`config.mk`:
```
export PLATFORM = sky130hd
export DESIGN_NAME = game_sdram
export DESIGN_NICKNAME = d
export VERILOG_FILES = /design/src/logic/game_pkg.sv /design/src/logic/bank_req_if.sv /design/src/logic/rom_slot.sv /design/src/logic/bank_arbiter.sv /design/src/logic/game_sdram.sv
export VERILOG_INCLUDE_DIRS = /design/src /design/src/logic
export SDC_FILE = /design/constraint.sdc
export NUM_CORES = 1
export LEC_CHECK = 0
export BUFFER_PORTS_ARGS = -buffer_cell sky130_fd_sc_hd__buf_2
export CORE_MARGIN = 5
export CORE_UTILIZATION = 55
export CTS_CLUSTER_DIAMETER = 60
export CTS_CLUSTER_SIZE = 25
export DETAILED_ROUTE_END_ITERATION = 10
export GPL_TIMING_DRIVEN = 0
export PLACE_DENSITY = 0.79
export REMOVE_ABC_BUFFERS = 1
export SLEW_MARGIN = 20
export SYNTH_ARGS = -nofsm -noshare
export SYNTH_HDL_FRONTEND = slang
export SYNTH_SLANG_ARGS = --single-unit
```
`constraint.sdc`:
```
create_clock -name clk -period 4.3 [get_ports clk]
set_input_delay 0.43 -clock clk [delete_from_list [all_inputs] [get_ports clk]]
set_output_delay 0.43 -clock clk [all_outputs]
set_load 0.1 [all_outputs]
```
`src/logic/game_consts.svh`:
```
// Bank geometry, client count and ROM placement inside the shared SDRAM bank
// Included by the package and by every module that sizes bank-side signals
`ifndef GAME_CONSTS_SVH
`define GAME_CONSTS_SVH

// Bank word address and read data widths
`define BANK_AW 22
`define BANK_DW 32

// Clients sharing the read-only bank
`define N_CLIENTS 3

// Base word address of each client ROM
`define MAIN_OFFSET 22'h000000
`define CHAR_OFFSET 22'h080000
`define SND_OFFSET  22'h100000

`endif

```
`src/logic/game_pkg.sv`:
```
// Types shared by the ROM slots, the bank arbiter and the top level
`default_nettype none

`include "game_consts.svh"

package game_pkg;

    // Word address on the SDRAM bank
    typedef logic [`BANK_AW-1:0] bank_addr_t;

    // Client index, lower value wins arbitration
    typedef enum logic [1:0] {
        CL_MAIN = 2'd0,
        CL_CHAR = 2'd1,
        CL_SND  = 2'd2
    } client_t;

endpackage

`default_nettype wire

```
`src/logic/bank_req_if.sv`:
```
// Read request channel between one ROM slot and the bank arbiter
// req/addr held until ack, data valid with a one-cycle rdy
`default_nettype none

`include "game_consts.svh"

interface bank_req_if;

    logic                   req;
    game_pkg::bank_addr_t   addr;
    logic                   ack;
    logic                   rdy;
    logic [`BANK_DW-1:0]    data;

    modport slot (
        output req,
        output addr,
        input  ack,
        input  rdy,
        input  data
    );

    modport arbiter (
        input  req,
        input  addr,
        output ack,
        output rdy,
        output data
    );

endinterface

`default_nettype wire

```
`src/logic/rom_slot.sv`:
```
// Per-client ROM slot with a one-word cache in front of the bank arbiter
// Client holds cs/addr until ok; a repeated address is served without a bank read
`default_nettype none

module rom_slot #(
    parameter type                  data_t = logic [15:0],
    parameter game_pkg::bank_addr_t OFFSET = '0
) (
    input  logic        clk,
    input  logic        arst_n,
    input  logic        cs,
    input  logic [19:0] addr,
    output logic        ok,
    output data_t       data,
    bank_req_if.slot    bus
);

    logic [19:0] last_addr;
    logic [19:0] pend_addr;
    logic        valid;
    logic        req;
    logic        wait_rdy;
    logic        hit;
    logic        miss;
    logic        fill;

    assign hit  = valid && addr == last_addr;
    assign miss = cs && !hit && !req && !wait_rdy;
    // rdy may come together with ack
    assign fill = bus.rdy && (wait_rdy || (req && bus.ack));

    assign bus.req  = req;
    assign bus.addr = game_pkg::bank_addr_t'(pend_addr) + OFFSET;

    always_ff @(posedge clk or negedge arst_n) begin
        if (!arst_n) begin
            req      <= 1'b0;
            wait_rdy <= 1'b0;
            valid    <= 1'b0;
            ok       <= 1'b0;
        end else begin
            if (req) begin
                if (bus.ack) begin
                    req      <= 1'b0;
                    wait_rdy <= !bus.rdy;
                end
            end else if (wait_rdy) begin
                if (bus.rdy) begin
                    wait_rdy <= 1'b0;
                end
            end else if (miss) begin
                req <= 1'b1;
            end
            if (fill) begin
                valid <= 1'b1;
                // Fresh word, ok only if the client still wants it
                ok    <= cs && addr == pend_addr;
            end else begin
                ok    <= cs && hit;
            end
        end
    end

    // Cached word and address
    always_ff @(posedge clk) begin
        if (miss) begin
            pend_addr <= addr;
        end
        if (fill) begin
            last_addr <= pend_addr;
            data      <= data_t'(bus.data[$bits(data_t)-1:0]);
        end
    end

endmodule

`default_nettype wire

```
`src/logic/bank_arbiter.sv`:
```
// Fixed-priority arbiter putting slot reads one at a time on the SDRAM bank
// Lowest client index wins; ack and rdy go back only to the latched client
`default_nettype none

`include "game_consts.svh"

module bank_arbiter (
    input  logic                 clk,
    input  logic                 arst_n,
    bank_req_if.arbiter          slot [`N_CLIENTS],
    output game_pkg::bank_addr_t ba_addr,
    output logic                 ba_rd,
    input  logic                 ba_ack,
    input  logic                 ba_rdy,
    input  logic [`BANK_DW-1:0]  data_read
);

    typedef enum logic [1:0] {
        IDLE,
        WAIT_ACK,
        WAIT_RDY
    } state_t;

    state_t                 state;
    game_pkg::client_t      sel;
    game_pkg::client_t      winner;
    logic [`N_CLIENTS-1:0]  req_vec;
    game_pkg::bank_addr_t   addr_vec [`N_CLIENTS];
    logic                   rdy_r;
    logic [`BANK_DW-1:0]    data_r;

    // Interface arrays need constant indices
    for (genvar i = 0; i < `N_CLIENTS; i++) begin : g_slot
        assign req_vec[i]    = slot[i].req;
        assign addr_vec[i]   = slot[i].addr;
        assign slot[i].ack   = state == WAIT_ACK && ba_ack
                               && sel == game_pkg::client_t'(i);
        assign slot[i].rdy   = rdy_r && sel == game_pkg::client_t'(i);
        // Shared data, rdy picks the owner
        assign slot[i].data  = data_r;
    end

    always_comb begin
        winner = game_pkg::CL_MAIN;
        for (int i = `N_CLIENTS - 1; i >= 0; i--) begin
            if (req_vec[i]) begin
                winner = game_pkg::client_t'(i);
            end
        end
    end

    always_ff @(posedge clk or negedge arst_n) begin
        if (!arst_n) begin
            state <= IDLE;
            sel   <= game_pkg::CL_MAIN;
            ba_rd <= 1'b0;
            rdy_r <= 1'b0;
        end else begin
            case (state)
                IDLE: begin
                    if (|req_vec) begin
                        state <= WAIT_ACK;
                        sel   <= winner;
                        ba_rd <= 1'b1;
                    end
                end
                WAIT_ACK: begin
                    if (ba_ack) begin
                        state <= WAIT_RDY;
                        ba_rd <= 1'b0;
                    end
                end
                WAIT_RDY: begin
                    // One cycle with rdy to the slot, then back to idle
                    if (rdy_r) begin
                        rdy_r <= 1'b0;
                        state <= IDLE;
                    end else if (ba_rdy) begin
                        rdy_r <= 1'b1;
                    end
                end
                default: begin
                    state <= IDLE;
                end
            endcase
        end
    end

    // Bank address tracks the winner until the read starts
    always_ff @(posedge clk) begin
        if (state == IDLE) begin
            ba_addr <= addr_vec[winner];
        end
        if (state == WAIT_RDY && ba_rdy && !rdy_r) begin
            data_r <= data_read;
        end
    end

endmodule

`default_nettype wire

```
`src/logic/game_sdram.sv`:
```
// Read-only SDRAM bank sharing for the main CPU, char tile and sound CPU ROMs
// Each client gets a cached ROM slot; the arbiter drives the bank port
`default_nettype none

`include "game_consts.svh"

module game_sdram (
    input  logic                 clk,
    input  logic                 arst_n,

    // Main CPU program ROM
    input  logic                 main_cs,
    input  logic [19:0]          main_addr,
    output logic                 main_ok,
    output logic [15:0]          main_data,

    // Char tile ROM
    input  logic                 char_cs,
    input  logic [19:0]          char_addr,
    output logic                 char_ok,
    output logic [31:0]          char_data,

    // Sound CPU ROM
    input  logic                 snd_cs,
    input  logic [19:0]          snd_addr,
    output logic                 snd_ok,
    output logic [7:0]           snd_data,

    // SDRAM bank, read only
    output game_pkg::bank_addr_t ba_addr,
    output logic                 ba_rd,
    input  logic                 ba_ack,
    input  logic                 ba_rdy,
    input  logic [`BANK_DW-1:0]  data_read
);

    // One request channel per client, indexed by client_t
    bank_req_if bus [`N_CLIENTS] ();

    rom_slot #(
        .data_t ( logic [15:0]   ),
        .OFFSET ( `MAIN_OFFSET   )
    ) u_main (
        .clk    ( clk            ),
        .arst_n ( arst_n         ),
        .cs     ( main_cs        ),
        .addr   ( main_addr      ),
        .ok     ( main_ok        ),
        .data   ( main_data      ),
        .bus    ( bus[game_pkg::CL_MAIN] )
    );

    rom_slot #(
        .data_t ( logic [31:0]   ),
        .OFFSET ( `CHAR_OFFSET   )
    ) u_char (
        .clk    ( clk            ),
        .arst_n ( arst_n         ),
        .cs     ( char_cs        ),
        .addr   ( char_addr      ),
        .ok     ( char_ok        ),
        .data   ( char_data      ),
        .bus    ( bus[game_pkg::CL_CHAR] )
    );

    rom_slot #(
        .data_t ( logic [7:0]    ),
        .OFFSET ( `SND_OFFSET    )
    ) u_snd (
        .clk    ( clk            ),
        .arst_n ( arst_n         ),
        .cs     ( snd_cs         ),
        .addr   ( snd_addr       ),
        .ok     ( snd_ok         ),
        .data   ( snd_data       ),
        .bus    ( bus[game_pkg::CL_SND] )
    );

    bank_arbiter u_arb (
        .clk       ( clk       ),
        .arst_n    ( arst_n    ),
        .slot      ( bus       ),
        .ba_addr   ( ba_addr   ),
        .ba_rd     ( ba_rd     ),
        .ba_ack    ( ba_ack    ),
        .ba_rdy    ( ba_rdy    ),
        .data_read ( data_read )
    );

endmodule

`default_nettype wire

```
; ---- Word level (Yosys, flattened, before mapping)
; Index checks and enable logic that the tools add are counted.
[word_totals]
input_bits = 99
reg_bits = 248
[op_classes]
n_reduce_logical = 56
bitwise = 1
order_cmp = 1
n_mux = 42
n_eq_ne = 16
add_sub_neg = 2
[op_table]
columns = op, count
row1 = == test 20 bit, 6
row2 = binary-select mux 22 bit (select 2 bit), 1
row3 = two-way mux 22 bit, 2
row4 = logical AND 1 bit, 33
row5 = two-way mux 1 bit, 31
row6 = "adder 20 x 21 -> 22 bit, second input constant", 1
row7 = "adder 20 x 20 -> 21 bit, second input constant", 1
row8 = logical NOT 1 bit, 13
row9 = two-way mux 2 bit, 6
row10 = "!= test 2 x 1 -> 1 bit, second input constant", 5
row11 = one-hot mux 2 bit (3 select lines), 1
row12 = AND reduction 3 bit, 2
row13 = "== test 2 x 1 -> 1 bit, second input constant", 2
row14 = "== test 2 bit, second input constant", 2
row15 = logical NOT 2 bit, 2
row16 = ">= comparator 3 bit, second input constant", 1
row17 = logical OR 1 bit, 3
row18 = NOT 2 -> 3 bit, 1
row19 = OR reduction 3 bit, 1
row20 = "!= test 2 bit, second input constant", 1
row21 = one-hot mux 1 bit (2 select lines), 1
row22 = AND reduction 2 bit, 1
row23 = nonzero test 2 bit, 1

; ---- Depth between registers and ports, before layout
; Gate-level depths: netlist of run 1.
[logic_depth]
depth_word = 9
depth_mapped = 6
mapped_depth_nobuf = 5

; ---- Hierarchy
; Synthesis of run 1 repeated with hierarchy kept, for this count alone.
[unflattened]
hier_cells = 633
hier_area_um2 = 10254.8
[modules_own_cells]
columns = mod, instances, cells_per_inst, seq_area_each_um2, area_per_inst_um2
row1 = bank_arbiter, 1, 225, 1771.7, 3045.4
row2 = rom_slot at u_char, 1, 149, 2262.2, 2796.4
row3 = rom_slot at u_main, 1, 133, 1781.7, 2324.7
row4 = rom_slot at u_snd, 1, 126, 1541.5, 2088.3

; ---- Worst setup path before layout of run 1
; No wires, ideal clock.
[synth_timing]
path_type = flip-flop to flip-flop
start = reg u_arb.state[0]
end = reg u_arb.data_r[0] (netlist: u_arb.slot[0].data[0]) (enable)
path_slack_ns = 0.794
period_less_slack_ns = 3.506
setup_time_ns = 0.470
arrival_time_ns = 3.035
stages_incl_launch_ff = 3
t_required_ns = 3.830
cell_sequence = dfrtp_1 -> nand2b_1 -> nor3b_1
[synth_via]
elab_chain_len = 3
[synth_lines]
columns = element, line
row1 = from (decl), bank_arbiter.sv:24  ; state_t state;
row2 = from (signal assigned), bank_arbiter.sv:54  ; state <= IDLE;
row3 = from (signal assigned), bank_arbiter.sv:62  ; state <= WAIT_ACK;
row4 = from (signal assigned), bank_arbiter.sv:69  ; state <= WAIT_RDY;
row5 = == test 2 bit, bank_arbiter.sv:94  ; if (state == WAIT_RDY && ba_rdy && !rdy_r) begin
row6 = logical AND 1 bit (2 in a row), bank_arbiter.sv:94
row7 = to (signal assigned), bank_arbiter.sv:95  ; data_r <= data_read;
row8 = to (decl), bank_arbiter.sv:30  ; logic [`BANK_DW-1:0] data_r;
; Every way passes these cells.
; A chain may end at the register's enable or synchronous reset.

; ---- Worst setup path in the final report of run 1
[layout_timing]
start = reg u_char.last_addr[16]
end = reg u_char.pend_addr[17] (enable)
[layout_via]
elab_chain_len = 6
[layout_lines]
columns = element, line
row1 = from (decl), rom_slot.sv:18  ; logic [19:0] last_addr;
row2 = from (signal assigned), rom_slot.sv:70  ; last_addr <= pend_addr;
row3 = == test 20 bit, rom_slot.sv:27  ; assign hit = valid && addr == last_addr;
row4 = logical AND 1 bit, rom_slot.sv:27
row5 = logical NOT 1 bit, rom_slot.sv:28  ; assign miss = cs && !hit && !req && !wait_rdy;
row6 = logical AND 1 bit (3 in a row), rom_slot.sv:28
row7 = via u_char.miss, rom_slot.sv:24  ; logic miss;
row8 = to (signal assigned), rom_slot.sv:67  ; pend_addr <= addr;
row9 = to (decl), rom_slot.sv:19  ; logic [19:0] pend_addr;
; The timed path passes the listed nets, and every way through them passes these cells.

==> results of run 1 <==
## cell families (layout without fill, tap and decap cells)
| kind of cell | after synthesis | count (layout) | share of synthesized area |
|---|---|---|---|
| flops | 247 | 247 | 0.770 |
| xor+xnor | 120 | 120 | 0.110 |
| simple gates | 106 | 106 | 0.0595 |
| compound gates | 44 | 44 | 0.0275 |
| mux | 22 | 22 | 0.0233 |
| buf+inv | 18 | 226 | 0.00933 |
| other cells | 1 | 2 | 0.000394 |
## final cells by class
cell class              instances  share of cell area
inverters                       7             0.00230
clock inverters                10              0.0130
multi-input cells             293               0.188
clock buffers                  17              0.0372
well taps                     225              0.0246
diodes                          1            0.000219
flip-flops and latches        247               0.640
repair buffers                192              0.0942
## cells in the mapped netlist (2+ instances only)
cell type,number,area [µm²]
edfxtp_1,229,6880
xor2_1,81,709
xnor2_1,39,342
nand2_1,31,116
o21ai_0,25,125
nor4_1,23,144
mux2i_1,21,210
dfrtp_1,18,450
nand4_1,13,81.3
nor2_1,10,37.5
a21oi_1,7,35.0
inv_1,7,26.3
a22o_1,5,43.8
nand3_1,5,25.0
nor3_1,5,25.0
buf_2,4,20.0
buf_4,4,30.0
nor2b_1,3,18.8
or2_2,3,18.8
a21o_1,2,15.0
clkbuf_1,2,7.51
nand2b_1,2,12.5
nand3b_1,2,15.0
## critical path: cells and delay by family, from the launching register on
kind	cells	cell delay (ps)
AO/OA/AOI/OAI	1	310
AND/OR/NAND/NOR	3	840
flip-flops	1	390
buffers and inverters	1	230
XOR/XNOR	1	250
## metrics by stage
| stage | hold WS (ps) | cell area, µm² |
|---|---|---|
| 2_1_floorplan | 134 | 9460 |
| 3_3_place_gp | 390 | 10600 |
| 3_5_place_dp | 405 | 10900 |
| 4_1_cts | 86.7 | 11400 |
| 5_1_grt | 80.2 | 11400 |
| 6_report | 105 | 11400 |
## final timing paths
path	startpoint	slack, ps	cells after the start	to
worst min register to register	u_arb.slot[0].data[19]$_DFFE_PP_	430	0	u_char.data[19]$_DFFE_PN_
worst max-delay path	u_char.last_addr[16]$_DFFE_PN_	1980	6	u_char.pend_addr[17]$_DFFE_PP_
worst max register to register	u_char.last_addr[16]$_DFFE_PN_	1980	6	u_char.pend_addr[17]$_DFFE_PP_
worst min-delay path	data_read[9]	100	1	u_arb.slot[0].data[9]$_DFFE_PP_
max in group asynchronous	arst_n	3560	2	u_char.bus.req$_DFF_PN0_
min in group asynchronous	arst_n	410	2	u_arb.rdy_r$_DFFE_PN0N_
## where the power goes
part	internal [µW]	switching, µW
Clock	837	852
Sequential	3160	229
Combinational	509	1970
Total	4510	3050
## per-layer routing
metal  up-vias  global-route usage  part of all wire
met2       219               0.352              0.49
met1      2679               0.267              0.41
met4         2              0.0354             0.019
met5         -                   0           0.00053
met3        28              0.0593             0.087
li1       2475                   -                 -
==> results.md, run 1 <==
- Crit path launch type: flop
- Layout Cells excl Fill: 992
- Initial antenna violation count: 2
- Die width: 142 µm
- Slew Limit Headroom: 0.484
- Min Clock Period, post-route: 2320 ps
- Port buffer count: 179
- Fin. Hold Viols: 0
- DP Cell Count: 963
- Hold Crit Class: input port to flop
- Total core area: 0.0171 mm²
- Post-layout util: 0.669
- Fill cell count: 1188
- Commonest cells after routing, fill and taps aside: 229 x edfxtp_1, 181 x buf_2, 81 x xor2_1
- Post-Syn Area: 0.00952 mm²
- Via count: 5403
- Largest registers: u_arb.slot.data (32), u_char.data (32), u_arb.ba_addr (21)
- DRT Pass-1 Iters: 5
- Crit Path Max Fanout: 11
- Pin count of the biggest net entering global routing: 42
- Setup TNS: 0 ps
- Pre-CTS WS: 1780 ps
- Full die area: 0.0200 mm²
- Tcrit/Tclk final: 0.540
- PwrDens: 660 mW/mm²
- Root Driver: clkbuf_16
- CP max-delay cell: nor2b_2
- Max incr delay on CP: 570 ps
- Clk_lat worst skew: 490 ps
- CTS tree: built
- Footprint of the multi-input gates: 0.00216 mm²
- GPL Wtd Cong: 0.872
- Avg Inst Size Synth: 17.1 µm²
- Outcome: finished, final reports clean
- Boundary Pins: 181
- CTS Buffer Depth: 3
- Clock sinks: 247
- CTS Buf Count: 17
- Final setup violation count: 0
- Ys Warns: 0
- CP Class: flop to flop
- Yosys cell types: 40
- Post_cts resized: 0
- Vias in the first global route: 5756
- Final Skew: 18.9 ps
- Critical Path End Type: flop
- VDD IR max: 0.560 mV
- Synthesis-stage register bit count: 247
- Area Overhead vs Synth: 20.2%
- Worst-path clk slew: 90 ps
- Post-synthesis instance total: 558
- Congestion Overflow GR: 0
- Fmax: 430 MHz
- Starting DRT DRC Count: 415
- Most common library cell in the layout ignoring fill and taps: edfxtp_1
- First-pass GRT wire length: 31.7 mm
- All-layer global routing usage: 0.205
- Initial core utilization: 0.556
- Fraction of registers with async set/reset: 0.0729
- Slew Viols, Final: 0
- RSZ-0062 raised after global routing: no
- CP Cell Sequence: xor2_1 -> nor4_1 -> and3_1 -> a311oi_1 -> nor2b_2 -> buf_8
- Arrival @ worst endpoint: 2520 ps
- Final WL: 20.7 mm
- Share of cells above drive strength 1: 0.305
- Die Height: 142 µm
- DPL Wire Length: 15.3 mm
- Final ANT Viol Nets: 0
- Post-CTS Setup Inserts: 0
- FP Rows: 48
- Leakage: 0.00416 µW
- # DRC: 0
- Crit path required time: 4500 ps
- Sequential Area: 0.00733 mm²
- Worst Max-Slew Pin Slew: 772 ps
- Final WS setup: 1980 ps
- Final Power: 7560 µW
- Average via count per standard cell: 5.45
- Ys flop type: edfxtp_1
- Hold-fix buffers at CTS: 1
- Post-synth EDFFs: 229
- H-tree depth: 1
- Seq/Total Area, Yosys: 0.770
- Max Cap Violations: 0
- Fin nets: 857
- Routed WL per cell: 20.8 µm
No activity file was read; power rests on OpenSTA's default activity.
==> run 2, diff against run 1 <==
Settings changed: CORE_UTILIZATION 55 to 50, PLACE_DENSITY 0.79 to 0.76.
Clock period 4.3 ns to 2.1 ns, I/O delays scaled along.
==> run 2 against run 1 <==
Setup slack worse by 1900 ps. Final area up 8.7%. Routed wire length up 13%. Sequential share of layout area down 5.1 points. Total power up 110%. Cell count up 11%. Clock-buffer cell count up 1. Sequential power up 110%. Clock power up 98%. Worst hold slack worse by 72 ps. Highest routed layer is now met4.
==> results.md, run 2 (same netlist as run 1, synthesis figures left out) <==
- Outcome: finished, final reports clean
- Hold Crit Class: input port to flop
- CP Cell Sequence: dlygate4sd3_1 -> buf_2 -> xor2_1 -> nor4_2 -> nand4_1 -> nor2_4 -> nor4_4 -> clkbuf_4 -> buf_2
- Die width: 148 µm (+4.5%)
- CTS tree: built
- Worst Max-Slew Pin Slew: 722 ps (-50.0 ps)
- Routed WL per cell: 21.2 µm (+2.0%)
- Via count: 5919 (+9.6%)
- Congestion Overflow GR: 0 (unchanged)
- Die Height: 148 µm (+4.5%)
- Root Driver: clkbuf_16
- Hold path start: ba_ack
- Share of cells above drive strength 1: 0.286 (-0.0198)
- Pre-CTS WS: -157 ps (-1940 ps)
- Commonest cells after routing, fill and taps aside: 229 x edfxtp_1, 180 x buf_2, 93 x dlygate4sd3_1
- Register-to-Register Path Depth: 7 (+1)
- Average via count per standard cell: 5.37 (-1.4%)
- Total core area: 0.0187 mm² (+9.3%)
- Worst R2R Start: u_snd.last_addr[4]$_DFFE_PN_
- CTS Buffer Depth: 3 (unchanged)
- Gr busiest metal: met2
- Post-layout util: 0.665 (-0.00356)
- H-tree depth: 1 (unchanged)
- Clock sinks: 247 (unchanged)
- First-pass GRT wire length: 35.5 mm (+12%)
- Crit path launch type: input port
- Inserted Diodes: 0 (-1)
- Critical Path End Type: flop
- Final ANT Viol Nets: 0 (unchanged)
- DPL Wire Length: 15.7 mm (+2.5%)
- Slew Limit Headroom: 0.518 (+0.0334)
- Met3 Use GR: 0.0463 (-0.0130)
- Most frequent CP cell: buf_2
- Slew Viols, Final: 0 (unchanged)
- Layout Cells excl Fill: 1102 (+11%)
- Largest registers: u_arb.slot.data (32), u_char.data (32), u_arb.ba_addr (21)
- VDD IR max: 1.01 mV (+80%)
- Initial antenna violation count: 0 (-2)
- WHS Path Cells: 3 (+2)
- Clk_lat worst skew: 500 ps (about the same)
- DRT Pass-1 Iters: 5 (unchanged)
- # DRC: 0 (unchanged)
- Fill cell count: 1304 (+9.8%)
- Leakage: 0.00456 µW (+9.5%)
- Max incr delay on CP: 530 ps (-40 ps)
- Initial core utilization: 0.509 (-0.0473)
- Fin. Hold Viols: 0 (unchanged)
- Crit path required time: 2330 ps (-2170 ps)
- Footprint of the multi-input gates: 0.00224 mm² (+3.7%)
- Area Overhead vs Synth: 30.7%
- Tcrit/Tclk final: 0.977
- Sequential Area: 0.00733 mm² (unchanged)
- CP max-delay cell: dlygate4sd3_1
- Fin nets: 958 (+12%)
- PwrDens: 1260 mW/mm² (+90%)
- Max Cap Violations: 0 (unchanged)
- Starting DRT DRC Count: 344 (-17%)
- Vias in the first global route: 6371 (+11%)
- Full die area: 0.0219 mm² (+9.3%)
- Boundary Pins: 181 (unchanged)
- Pin count of the biggest net entering global routing: 42 (unchanged)
- Port buffer count: 179 (unchanged)
- Final setup violation count: 0 (unchanged)
- Min Clock Period, post-route: 2050 ps
- Fmax: 487 MHz
- GPL Wtd Cong: 0.859 (-1.5%)
- Grt met1 use: 0.276 (+0.00847)
- Final WL: 23.4 mm (+13%)
- Worst-path clk slew: 80 ps (about the same)
- Terminus of the critical flop-to-flop path: u_snd.pend_addr[6]$_DFFE_PP_
- CP Class: input port to flop
- Final Power: 15600 µW (+110%)
- Arrival @ worst endpoint: 2280 ps (-240 ps)
- GR Layer Usage met2: 0.355 (+0.00290)
- Worst Hold Path EP: u_arb.state[0]$_DFFE_PN0P_
- Most common library cell in the layout ignoring fill and taps: edfxtp_1
- Final Skew: 27.3 ps (+8.34 ps)
- Worst reg-to-reg setup slack: 50 ps (-1930 ps)
- CTS Buf Count: 17 (unchanged)
- FP Rows: 50 (+4.2%)
- Crit Path Max Fanout: 7 (-4)
- All-layer global routing usage: 0.208 (+0.00305)
- Final WS setup: 47.8 ps (-1930 ps)
- DP Cell Count: 972 (+0.93%)
## run 2: critical path, delay by kind of cell
kind	cells	cell delay, ps
simple gates	4	820
xor+xnor	1	160
buf+inv	4	1070
## run 2: layout make-up
cell class,instances,area share
tap,234,0.0235
sequential,247,0.589
clock buffer,18,0.0345
clock inverter,10,0.00825
multi-input combinational,295,0.180
timing repair buffer,291,0.163
inverter,7,0.00231
## run 2: report_power, final
part | total (µW) | internal (µW) | switching [µW]
clock network | 3340 | 1570 | 1770
registers | 6960 | 6480 | 482
logic | 5340 | 1170 | 4170
## run 2: routing by layer
metal / routed length, µm / vias up
li1: - / 2686
met1: 9480 / 2935
met2: 11500 / 260
met3: 1840 / 38
met4: 554 / 0
met5: 0 / -
## run 2: what timing repair did
item	4_1_cts	5_1_grt
buffers inserted	1	6
hold endpoints to repair	110	0
gates resized for setup	5	10
pin swaps	1	8
endpoints found under the setup margin	78	116
hold buffers	93	0
gates cloned	1	1
## run 2: worst max-delay path by stage
stage | start | endpoint | slack, ps | depth (start not counted)
floorplan | u_arb.state[0]$_DFFE_PN0P_ | u_arb.slot[0].data[0]$_DFFE_PP_ | -1410 | 2
finish | snd_addr[4] | u_snd.pend_addr[6]$_DFFE_PP_ | 50 | 9
CTS | u_main.last_addr[0]$_DFFE_PN_ | u_main.pend_addr[9]$_DFFE_PP_ | 20 | 6
global placement | u_arb.state[1]$_DFFE_PN0P_ | u_char.ok$_DFF_PN0_ | -3120 | 4
detailed placement | u_char.last_addr[16]$_DFFE_PN_ | u_char.pend_addr[5]$_DFFE_PP_ | -160 | 6
global route | u_snd.last_addr[12]$_DFFE_PN_ | u_snd.pend_addr[5]$_DFFE_PP_ | -10 | 7
## run 2: metrics by stage
stage / hold WS, ps / area [µm²] / TNS, ps
after detailed placement: 188 / 10800 / -5540
after CTS: 15.9 / 12300 / 0
after floorplan: -85.6 / 9460 / -180670
after global placement: 193 / 10600 / -407800
after global routing: 21.4 / 12400 / -29.6
final: 33.0 / 12400 / 0
==> run 3, diff against run 2 <==
Settings changed: SETUP_SLACK_MARGIN set to 0.5.
==> run 3 against run 2 <==
Flip-flop and latch count unchanged. Total power up 10%. Highest routed layer is now met5. Final area up 10%. Non-clock buffer count up 62. Critical endpoint is now u_char.pend_addr[5]$_DFFE_PP_. Fmax up 5.1%. Clock-buffer cell count unchanged. Largest cell class unchanged. First-iteration DRC count up 13%. Utilization up 6.7 points. Die area unchanged. Global-route usage up 1.9 points. Cell count up 6.6%.
==> results.md, run 3 (same netlist as run 1, synthesis figures left out) <==
- Total core area: 0.0187 mm² (unchanged)
- Largest registers: u_arb.slot.data (32), u_char.data (32), u_arb.ba_addr (21)
- Fin nets: 1028 (+7.3%)
- Fmax: 512 MHz (+5.1%)
- Via count: 6372 (+7.7%)
- Congestion Overflow GR: 0 (unchanged)
- Arrival @ worst endpoint: 2140 ps (-140 ps)
- Starting DRT DRC Count: 388 (+13%)
- Sequential Area: 0.00733 mm² (about the same)
- Most common library cell in the layout ignoring fill and taps: edfxtp_1
- Tcrit/Tclk final: 0.929 (-0.0478)
- DPL Wire Length: 15.7 mm (unchanged)
- Port buffer count: 179 (unchanged)
- CP Class: flop to flop
- Commonest cells after routing, fill and taps aside: 229 x edfxtp_1, 179 x buf_2, 93 x dlygate4sd3_1
- Vias in the first global route: 6751 (+6.0%)
- Outcome: finished, final reports clean
- Final setup violation count: 0 (unchanged)
- Slew Viols, Final: 0 (unchanged)
- Final Power: 17200 µW (+10%)
- Final WL: 26.7 mm (+14%)
- Crit path required time: 2290 ps (-40 ps)
- First-pass GRT wire length: 38.1 mm (+7.5%)
- FP Rows: 50 (unchanged)
- Critical Path End Type: flop
- Footprint of the multi-input gates: 0.00254 mm² (+14%)
- Max Cap Violations: 0 (unchanged)
- Pin count of the biggest net entering global routing: 27 (-36%)
- DP Cell Count: 972 (unchanged)
- RSZ-0062 raised after global routing: yes
- Die width: 148 µm (unchanged)
- Die Height: 148 µm (unchanged)
- Clock sinks: 247 (unchanged)
- Slew Limit Headroom: 0.510 (-0.00812)
- Final ANT Viol Nets: 0 (unchanged)
- Fin. Hold Viols: 0 (unchanged)
- Final Skew: 30.5 ps (+3.29 ps)
- Area Overhead vs Synth: 43.9%
- Initial antenna violation count: 3 (+3)
- # DRC: 0 (unchanged)
- Routed WL per cell: 22.7 µm (+6.8%)
- Fill cell count: 1128 (-13%)
- CTS Buffer Depth: 3 (unchanged)
- Initial core utilization: 0.509 (unchanged)
- GPL Wtd Cong: 0.859 (unchanged)
- Min Clock Period, post-route: 1950 ps (-100 ps)
- CTS Buf Count: 17 (unchanged)
- VDD IR max: 0.856 mV (-15%)
- All-layer global routing usage: 0.228 (+0.0195)
- CTS tree: built
- Setup TNS: 0 ps (unchanged)
- Share of cells above drive strength 1: 0.377 (+0.0917)
- Worst-path clk slew: 90 ps (about the same)
- Full die area: 0.0219 mm² (unchanged)
- PwrDens: 1260 mW/mm² (about the same)
- Clk_lat worst skew: 500 ps (about the same)
- Post-layout util: 0.733 (+0.0674)
- Worst Max-Slew Pin Slew: 735 ps (+13.1 ps)
- Leakage: 0.00509 µW (+12%)
- Boundary Pins: 181 (unchanged)
- Crit path launch type: flop
- Average via count per standard cell: 5.42 (+0.97%)
- Root Driver: clkbuf_16
- Layout Cells excl Fill: 1175 (+6.6%)
- Crit Path Max Fanout: 14 (+7)
- Hold Crit Class: input port to flop
- DRT Pass-1 Iters: 5 (unchanged)
- H-tree depth: 1 (unchanged)
run 3: worst max-delay path: stages, from the launching register on:
cell and delay, ps:
edfxtp_1 400, xor2_1 260, nor4_2 80, and3_1 200, a311oi_2 270, nor2b_4 250
buf_12 170
run 3: stage by stage:
stage | setup WS [ps] | hold slack [ps] | instance area [µm²]
after floorplan | -1410 | -85.6 | 9460
after global placement | -3120 | 193 | 10600
after detailed placement | -157 | 188 | 10800
after CTS | 210 | 5.74 | 13200
after global routing | 131 | 5.39 | 13700
final | 148 | 12.8 | 13700
run 3: area by class of cell:
| type | instances | share of cell area |
|---|---|---|
| flip-flops and latches | 247 | 0.535 |
| repair buffers | 353 | 0.212 |
| multi-input cells | 300 | 0.186 |
| inverters | 7 | 0.00338 |
| diodes | 3 | 0.000548 |
| well taps | 234 | 0.0214 |
| repair inverters | 3 | 0.00247 |
| clock inverters | 10 | 0.00749 |
| clock buffers | 18 | 0.0313 |
run 3: timing repair:
action                                  in CTS  in global routing
gates resized for setup                     77                 52
endpoints found under the setup margin     225                213
buffers inserted                            40                 21
cloned                                      13                  5
hold endpoints to repair                   110                  0
hold buffers                                93                  0
pin swaps                                   22                 17
run 3: power breakdown:
part,leakage (µW),internal (µW),switching [µW]
combinational,0.00255,2150,4720
clock,0.000252,1570,1770
sequential,0.00229,6490,506
total,0.00509,10200,7000
run 3: per-layer routing:
layer,part of all wire,GRT usage,up-vias
li1,-,-,2847
met1,0.38,0.292,3144
met2,0.50,0.383,328
met3,0.090,0.0616,49
met4,0.025,0.0684,4
met5,0.00094,0,-
run 3: path summary, 6_finish.rpt:
path                                                  start                       endpoint  slack, ps  depth (start not counted)
hold / removal                                       ba_ack     u_arb.state[0]$_DFFE_PN0P_         10                          3
setup / recovery             u_char.last_addr[17]$_DFFE_PN_  u_char.pend_addr[5]$_DFFE_PP_        150                          6
hold reg to reg            u_arb.slot[0].data[30]$_DFFE_PP_      u_char.data[30]$_DFFE_PN_        430                          0
max in group asynchronous                            arst_n       u_arb.sel[0]$_DFFE_PN0P_       1540                          2
min in group asynchronous                            arst_n            u_main.ok$_DFF_PN0_        200                          2
setup reg to reg             u_char.last_addr[17]$_DFFE_PN_  u_char.pend_addr[5]$_DFFE_PP_        150                          6
